**config.mk**
```make
export PLATFORM = sky130hd
export DESIGN_NAME = memCtrl
export DESIGN_NICKNAME = d
export VERILOG_FILES = /design/src/source/memCtrlPkg.sv /design/src/source/reqArbiter.sv /design/src/source/byteSequencer.sv /design/src/source/respBuffer.sv /design/src/source/memCtrl.sv
export VERILOG_INCLUDE_DIRS = /design/src /design/src/source
export SDC_FILE = /design/constraint.sdc
export NUM_CORES = 1
export LEC_CHECK = 0
export BUFFER_PORTS_ARGS = -buffer_cell sky130_fd_sc_hd__buf_2
export CAP_MARGIN = 20
export CORE_MARGIN = 3
export CORE_UTILIZATION = 45
export DETAILED_ROUTE_END_ITERATION = 7
export PLACE_DENSITY = 0.69
export SYNTH_ARGS = -nofsm -noshare
export SYNTH_HDL_FRONTEND = slang
export SYNTH_SLANG_ARGS = --single-unit
```
**constraint.sdc**
```tcl
create_clock -name clk -period 2.8 [get_ports clk]
set_input_delay 0.28 -clock clk [delete_from_list [all_inputs] [get_ports clk]]
set_output_delay 0.28 -clock clk [all_outputs]
set_load 0.03 [all_outputs]
```
**src/source/memCtrl_cfg.svh**
```systemverilog
`ifndef MEM_CTRL_CFG_SVH
`define MEM_CTRL_CFG_SVH

// RAM and request address width
`define MEM_ADDR_W 32

// instruction and data word width
`define WORD_W 32

// RAM data bus, one byte per access
`define BYTE_W 8

// entries per response queue
`define RESP_DEPTH 2

`endif

```
**src/source/memCtrlPkg.sv**
```systemverilog
`default_nettype none

`include "memCtrl_cfg.svh"

package memCtrlPkg;

    // number of bytes moved by one access
    typedef enum logic [1:0] {
        LEN_BYTE = 2'd0,
        LEN_HALF = 2'd1,
        LEN_WORD = 2'd2
    } accessLenT;

    typedef struct packed {
        logic [`MEM_ADDR_W-1:0] addr;
    } fetchReqT;

    typedef struct packed {
        logic [`MEM_ADDR_W-1:0] addr;
        logic                   isStore;
        accessLenT              len;
        logic [`WORD_W-1:0]     wdata;
    } dataReqT;

    // fetches are always LEN_WORD
    typedef struct packed {
        logic [`MEM_ADDR_W-1:0] addr;
        logic                   isFetch;
        logic                   isStore;
        accessLenT              len;
        logic [`WORD_W-1:0]     wdata;
    } seqCmdT;

    typedef struct packed {
        logic [`WORD_W-1:0] inst;
    } fetchRespT;

    // zero for a store
    typedef struct packed {
        logic [`WORD_W-1:0] rdata;
    } dataRespT;

endpackage

`default_nettype wire

```
**src/source/reqArbiter.sv**
```systemverilog
`timescale 1ns/1ns
`default_nettype none

module reqArbiter (
    input  wire                     clk,
    input  wire                     rst,

    input  wire                     i_fetchValid,
    input  wire memCtrlPkg::fetchReqT i_fetchReq,
    output logic                    o_fetchReady,

    input  wire                     i_dataValid,
    input  wire memCtrlPkg::dataReqT  i_dataReq,
    output logic                    o_dataReady,

    output logic                    o_cmdValid,
    output memCtrlPkg::seqCmdT      o_cmd,
    input  wire                     i_cmdReady
);
    import memCtrlPkg::*;

    logic slotFree;
    logic takeData;
    logic takeFetch;

    // register is free if empty or drained this cycle
    assign slotFree = !o_cmdValid || i_cmdReady;

    assign o_dataReady = slotFree;
    // data port wins, fetch backs off whenever data is asking
    assign o_fetchReady = slotFree && !i_dataValid;

    assign takeData = i_dataValid && o_dataReady;
    assign takeFetch = i_fetchValid && o_fetchReady;

    always_ff @(posedge clk) begin
        if (rst) begin
            o_cmdValid <= 1'b0;
        end else if (takeData || takeFetch) begin
            o_cmdValid <= 1'b1;
        end else if (i_cmdReady) begin
            o_cmdValid <= 1'b0;
        end
    end

    // winner becomes a sequencer command
    always_ff @(posedge clk) begin
        if (takeData) begin
            o_cmd.addr    <= i_dataReq.addr;
            o_cmd.isFetch <= 1'b0;
            o_cmd.isStore <= i_dataReq.isStore;
            o_cmd.len     <= i_dataReq.len;
            o_cmd.wdata   <= i_dataReq.wdata;
        end else if (takeFetch) begin
            o_cmd.addr    <= i_fetchReq.addr;
            o_cmd.isFetch <= 1'b1;
            o_cmd.isStore <= 1'b0;
            o_cmd.len     <= LEN_WORD;
            o_cmd.wdata   <= '0;
        end
    end

endmodule

`default_nettype wire

```
**src/source/byteSequencer.sv**
```systemverilog
`timescale 1ns/1ns
`default_nettype none

`include "memCtrl_cfg.svh"

module byteSequencer (
    input  wire                       clk,
    input  wire                       rst,

    input  wire                       i_cmdValid,
    input  wire memCtrlPkg::seqCmdT   i_cmd,
    output logic                      o_cmdReady,

    input  wire                       i_pause,

    input  wire [`BYTE_W-1:0]         i_memRdata,
    output logic [`MEM_ADDR_W-1:0]    o_memAddr,
    output logic                      o_memWe,
    output logic [`BYTE_W-1:0]        o_memWdata,

    output logic                      o_fetchPushValid,
    output memCtrlPkg::fetchRespT     o_fetchPush,
    input  wire                       i_fetchPushReady,

    output logic                      o_dataPushValid,
    output memCtrlPkg::dataRespT      o_dataPush,
    input  wire                       i_dataPushReady
);
    import memCtrlPkg::*;

    typedef enum logic [1:0] {
        S_IDLE,
        S_ACCESS,
        S_PUSH
    } seqStateT;

    seqStateT           state;
    seqCmdT             cur;
    logic [2:0]         issueCnt;
    logic [2:0]         nBytes;
    logic [1:0]         capIdx;
    logic               capPend;
    logic [`WORD_W-1:0] word;
    logic               active;
    logic               issuing;
    logic               lastWrite;
    logic               pushDone;

    assign active = !i_pause;

    always_comb begin
        case (cur.len)
            LEN_BYTE: nBytes = 3'd1;
            LEN_HALF: nBytes = 3'd2;
            default:  nBytes = 3'd4;
        endcase
    end

    // still bytes left to put on the bus
    assign issuing = (state == S_ACCESS) && (issueCnt != nBytes);
    assign lastWrite = issuing && cur.isStore && (issueCnt == nBytes - 3'd1);

    assign o_cmdReady = (state == S_IDLE) && active;

    assign o_memAddr = cur.addr + {{(`MEM_ADDR_W - 3){1'b0}}, issueCnt};
    assign o_memWdata = cur.wdata[issueCnt[1:0] * `BYTE_W +: `BYTE_W];
    assign o_memWe = issuing && cur.isStore && active;

    // finished word goes to the port that asked for it
    assign o_fetchPushValid = (state == S_PUSH) && cur.isFetch && active;
    assign o_dataPushValid = (state == S_PUSH) && !cur.isFetch && active;
    assign o_fetchPush.inst = word;
    assign o_dataPush.rdata = word;

    assign pushDone = (o_fetchPushValid && i_fetchPushReady)
                   || (o_dataPushValid && i_dataPushReady);

    always_ff @(posedge clk) begin
        if (rst) begin
            state    <= S_IDLE;
            issueCnt <= '0;
            capPend  <= 1'b0;
        end else begin
            // a read address on the bus now returns data next cycle,
            // even if that address is only being held by a pause
            capPend <= issuing && !cur.isStore;
            if (active) begin
                case (state)
                    S_IDLE: begin
                        if (i_cmdValid) begin
                            state    <= S_ACCESS;
                            issueCnt <= '0;
                        end
                    end
                    S_ACCESS: begin
                        if (issuing) begin
                            issueCnt <= issueCnt + 3'd1;
                        end
                        // stores end on their last write, reads one cycle after the last address
                        if (lastWrite || !issuing) begin
                            state <= S_PUSH;
                        end
                    end
                    S_PUSH: begin
                        if (pushDone) begin
                            state <= S_IDLE;
                        end
                    end
                    default: begin
                        state <= S_IDLE;
                    end
                endcase
            end
        end
    end

    // byte lane of the data now on i_memRdata
    always_ff @(posedge clk) begin
        capIdx <= issueCnt[1:0];
    end

    always_ff @(posedge clk) begin
        if (o_cmdReady && i_cmdValid) begin
            cur  <= i_cmd;
            word <= '0;
        end else if (capPend) begin
            word[capIdx * `BYTE_W +: `BYTE_W] <= i_memRdata;
        end
    end

endmodule

`default_nettype wire

```
**src/source/respBuffer.sv**
```systemverilog
`timescale 1ns/1ns
`default_nettype none

`include "memCtrl_cfg.svh"

module respBuffer #(
    parameter type payloadT = logic [`WORD_W-1:0]
) (
    input  wire          clk,
    input  wire          rst,

    input  wire          i_pushValid,
    input  wire payloadT i_push,
    output logic         o_pushReady,

    output logic         o_popValid,
    output payloadT      o_pop,
    input  wire          i_popReady
);
    localparam int DEPTH = `RESP_DEPTH;
    localparam int PTR_W = (DEPTH > 1) ? $clog2(DEPTH) : 1;
    localparam int CNT_W = $clog2(DEPTH + 1);

    payloadT          entries [DEPTH];
    logic [PTR_W-1:0] wrPtr;
    logic [PTR_W-1:0] rdPtr;
    logic [CNT_W-1:0] count;
    logic             doPush;
    logic             doPop;

    function automatic logic [PTR_W-1:0] nextPtr(input logic [PTR_W-1:0] ptr);
        if (ptr == PTR_W'(DEPTH - 1)) begin
            return '0;
        end
        return ptr + 1'b1;
    endfunction

    assign o_pushReady = (count != CNT_W'(DEPTH));
    assign o_popValid = (count != '0);
    // oldest entry is always at the read pointer
    assign o_pop = entries[rdPtr];

    assign doPush = i_pushValid && o_pushReady;
    assign doPop = o_popValid && i_popReady;

    always_ff @(posedge clk) begin
        if (rst) begin
            wrPtr <= '0;
            rdPtr <= '0;
            count <= '0;
        end else begin
            if (doPush) begin
                wrPtr <= nextPtr(wrPtr);
            end
            if (doPop) begin
                rdPtr <= nextPtr(rdPtr);
            end
            case ({doPush, doPop})
                2'b10:   count <= count + 1'b1;
                2'b01:   count <= count - 1'b1;
                default: count <= count;
            endcase
        end
    end

    always_ff @(posedge clk) begin
        if (doPush) begin
            entries[wrPtr] <= i_push;
        end
    end

endmodule

`default_nettype wire

```
**src/source/memCtrl.sv**
```systemverilog
`timescale 1ns/1ns
`default_nettype none

`include "memCtrl_cfg.svh"

module memCtrl (
    input  wire                        clk,
    input  wire                        rst,
    input  wire                        i_rdy,
    input  wire                        i_ioBufferFull,

    // instruction fetch port
    input  wire                        i_fetchValid,
    input  wire memCtrlPkg::fetchReqT  i_fetchReq,
    output logic                       o_fetchReady,
    output logic                       o_fetchRespValid,
    output memCtrlPkg::fetchRespT      o_fetchResp,
    input  wire                        i_fetchRespReady,

    // load/store port
    input  wire                        i_dataValid,
    input  wire memCtrlPkg::dataReqT   i_dataReq,
    output logic                       o_dataReady,
    output logic                       o_dataRespValid,
    output memCtrlPkg::dataRespT       o_dataResp,
    input  wire                        i_dataRespReady,

    // byte-wide RAM
    input  wire [`BYTE_W-1:0]          i_memRdata,
    output logic [`MEM_ADDR_W-1:0]     o_memAddr,
    output logic                       o_memWe,
    output logic [`BYTE_W-1:0]         o_memWdata
);
    import memCtrlPkg::*;

    logic      pause;
    logic      cmdValid;
    seqCmdT    cmd;
    logic      cmdReady;
    logic      fetchPushValid;
    fetchRespT fetchPush;
    logic      fetchPushReady;
    logic      dataPushValid;
    dataRespT  dataPush;
    logic      dataPushReady;

    // stall everything when the core is not ready or IO is backed up
    assign pause = !i_rdy || i_ioBufferFull;

    reqArbiter arbiter_i (
        .clk          (clk),
        .rst          (rst),
        .i_fetchValid (i_fetchValid),
        .i_fetchReq   (i_fetchReq),
        .o_fetchReady (o_fetchReady),
        .i_dataValid  (i_dataValid),
        .i_dataReq    (i_dataReq),
        .o_dataReady  (o_dataReady),
        .o_cmdValid   (cmdValid),
        .o_cmd        (cmd),
        .i_cmdReady   (cmdReady)
    );

    byteSequencer sequencer_i (
        .clk              (clk),
        .rst              (rst),
        .i_cmdValid       (cmdValid),
        .i_cmd            (cmd),
        .o_cmdReady       (cmdReady),
        .i_pause          (pause),
        .i_memRdata       (i_memRdata),
        .o_memAddr        (o_memAddr),
        .o_memWe          (o_memWe),
        .o_memWdata       (o_memWdata),
        .o_fetchPushValid (fetchPushValid),
        .o_fetchPush      (fetchPush),
        .i_fetchPushReady (fetchPushReady),
        .o_dataPushValid  (dataPushValid),
        .o_dataPush       (dataPush),
        .i_dataPushReady  (dataPushReady)
    );

    respBuffer #(
        .payloadT (fetchRespT)
    ) fetchBuf_i (
        .clk         (clk),
        .rst         (rst),
        .i_pushValid (fetchPushValid),
        .i_push      (fetchPush),
        .o_pushReady (fetchPushReady),
        .o_popValid  (o_fetchRespValid),
        .o_pop       (o_fetchResp),
        .i_popReady  (i_fetchRespReady)
    );

    respBuffer #(
        .payloadT (dataRespT)
    ) dataBuf_i (
        .clk         (clk),
        .rst         (rst),
        .i_pushValid (dataPushValid),
        .i_push      (dataPush),
        .o_pushReady (dataPushReady),
        .o_popValid  (o_dataRespValid),
        .o_pop       (o_dataResp),
        .i_popReady  (i_dataRespReady)
    );

endmodule

`default_nettype wire

```
==> flow_summary.ini <==
[outcome]
status = completed

[global_route]
antenna_found_initial = 1
grt_pass1_wl_um = 38100
grt_usage = 0.167
grt-ovfl-total = 0
grt_pass1_vias = 7174
grt_max_degree = 70

[power]
ir_drop_uv = 475
switchingPower_mw = 2.11
clkPwrFrac = 0.421
switching_share = 0.209
power_mw = 10.1
combinationalPowerShare = 0.049
powerDensity_mw_per_mm2 = 675
power_leakage_nw = 5.88
p_int_mw = 7.97
pwr-share-seq = 0.530

[clock_tree]
h-tree-depth = 2
clkLatencyLatePin_ps = 510
cts_buffer_depth = 3
cts-resized-gates = 2
hold_buffers = 0
cts.sinks = 315
path_clk_slew_ps = 60
numCtsBuffers = 35
cts_setup_buffers = 0
cts_tree = yes
clock_tree.root_cell = clkbuf_16

[timing]
tns_ps = 0
drv_slew = 0
fin_crit_ps = 2750
hold_viol_final = 0
clock.fmax_mhz = 364
slew_headroom = 0.520
setup_violations = 0
tightest_slew_ps = 718
rsz0062_at_grt = yes
finalCritPeriodShare = 0.981
finClkSkew_ps = 21.9

[setup_path]
cp_num_buf_inv = 1
max_stage_delay_ps = 430
arrival_ps = 2470
required_ps = 2520
crit_family = adder cells
startpoint_type = flop
cp_max_fo = 8
rrSetupSlack_ps = 540
end_kind = primary output
cp.depth = 7
regToRegStartpoint = sequencer_i.state[0]
reg2reg_depth = 5
reg2reg_to = arbiter_i.o_cmd[51]
criticalPathCategory = flop to primary output
crit_end = o_memAddr[30]
crit_chain = ha_1 > fa_1 > a21o_2 > and4_1 > nand4_1 > xnor2_1 > clkbuf_4
crit_path_top_delay_cell = fa_1
critical_path.startpoint = sequencer_i.cur[36]

[routing]
num_vias = 7152
drc_errors = 0
first_iter_violations = 364
dr.pass1.iters = 4
wl_um = 24700
wl_per_cell_um = 18.2
antenna_left = 0
via_per_inst = 5.28

[die]
dieHeight_um = 171
num_io_pins = 224
num_rows = 59
start_util = 0.465
core_mm2 = 0.0264
fp.dieArea_mm2 = 0.0294
fp.dieW_um = 171

[place]
place_area_mm2 = 0.0138
gp_congestion = 0.781
dp_cells = 1291
hpwlAfterDp_um = 16600
place.port_buffers = 223

[logic_synthesis]
synth_cell_types = 57
syn_inst = 744
synth_nets = 871
ys_seq_elements = 315
yosys_warnings = 0
syn_area_mm2 = 0.0123
syn_area_per_cell_um2 = 16.5
synth_edf_count = 263
synth_top_flop_cell = edfxtp_1
ys_seq_area_frac = 0.727
synthArstFlopShare = 0

[flow_run]
drv_cap = 0

[cells_and_area]
postLayoutCellArea_mm2 = 0.0149
final_common_cell = edfxtp_1
final_cell_mix = edfxtp_1, buf_2, mux2_2, dfxtp_1, nor2_1
diodes = 0
finalNetCount = 1120
syn_to_final_growth_pct = 21.3
post_layout_nonfiller_instances = 1355
layout-drive-gt1-share = 0.393

[hold_path]
hp-class = primary input to flop
min_path_cells = 3
-- per-stage QoR --
| stage | hold slack [ps] | setup WS, ps | util |
|---|---|---|---|
| final | 40.5 | 52.0 | 0.565 |
| after global routing | 26.9 | -83.5 | 0.565 |
| after CTS | 17.3 | 13.1 | 0.564 |
| after detailed placement | 405 | 497 | 0.523 |
| after global placement | 401 | 469 | 0.523 |
| after floorplan | 400 | 2.96 | - |
-- worst register-to-register path, cell delays in order, from the launching register on --
cell and delay [ps]:
dfxtp_1 360, or4b_4 590, a21oi_4 200, and2_4 160
or2_2 330, buf_12 280
-- power by group through the flow --
stage,Sequential (mW),Combinational (mW),Clock (mW)
floorplan,5.42,0.312,0
global placement,5.44,0.486,0
detailed placement,5.45,0.497,0
CTS,5.35,0.499,4.36
global route,5.36,0.540,4.55
finish,5.35,0.491,4.24
-- per-layer routing --
metal  vias to the layer above  wire length (µm)  track usage
met5                         -                 7            0
met4                         2               512       0.0493
met2                       264             11900        0.279
met1                      3448             10300        0.212
met3                        42              2070       0.0494
li1                       3396                 -            -
-- cell families after synthesis --
family / after synthesis / synth area share
flip-flops: 315 / 0.727
AND/OR/NAND/NOR: 177 / 0.0816
AO/OA/AOI/OAI: 90 / 0.0587
multiplexers: 73 / 0.0741
buffers and inverters: 39 / 0.0191
XOR/XNOR: 38 / 0.0271
adder cells (fa/ha/maj): 12 / 0.0128
-- sequential cells by signal (all words and copies together), names as in the netlist, named ones only --
signal                  cells
arbiter_i.o_cmd            68
arbiter_i.o_cmdValid        1
dataBuf_i.count             2
dataBuf_i.entries          64
dataBuf_i.rdPtr             1
dataBuf_i.wrPtr             1
fetchBuf_i.count            2
fetchBuf_i.entries         64
fetchBuf_i.rdPtr            1
fetchBuf_i.wrPtr            1
sequencer_i.capIdx          2
sequencer_i.capPend         1
sequencer_i.cur            68
sequencer_i.issueCnt        3
sequencer_i.o_dataPush     32
sequencer_i.state           2
-- synth_stat cells, types with 10 or more instances --
master    number  area (µm²)
a22o_1        14         123
a22oi_1       32         240
mux2_2        64         721
nand4_1       11        68.8
nor2_1        48         180
nand2_1       16        60.1
clkbuf_1      12        45.0
xnor2_1       29         254
a21oi_1       10        50.1
edfxtp_1     263        7900
dfxtp_1       52        1040
and3_1        42         263
ha_1          11         138
a22o_2        18         180
nand3_1       12        60.1
-- worst min path at each step --
stage,start,end,slack [ps]
floorplan,arbiter_i.o_cmd[0],sequencer_i.cur[0],400
global placement,arbiter_i.o_cmd[52],sequencer_i.cur[52],400
detailed placement,arbiter_i.o_cmd[0],sequencer_i.cur[0],400
CTS,i_fetchValid,arbiter_i.o_cmdValid,20
global route,i_fetchValid,arbiter_i.o_cmdValid,30
finish,i_fetchValid,arbiter_i.o_cmd[35],40
-- area by class of cell --
type | instances | area (µm²)
clock inverters | 18 | 138
clock buffers | 46 | 948
repair buffers | 243 | 1300
flip-flops and latches | 315 | 8940
fillers | 2089 | 11500
multi-input cells | 390 | 3160
well taps | 335 | 419
inverters | 8 | 30.0
No activity file was read; power rests on OpenSTA's default activity.
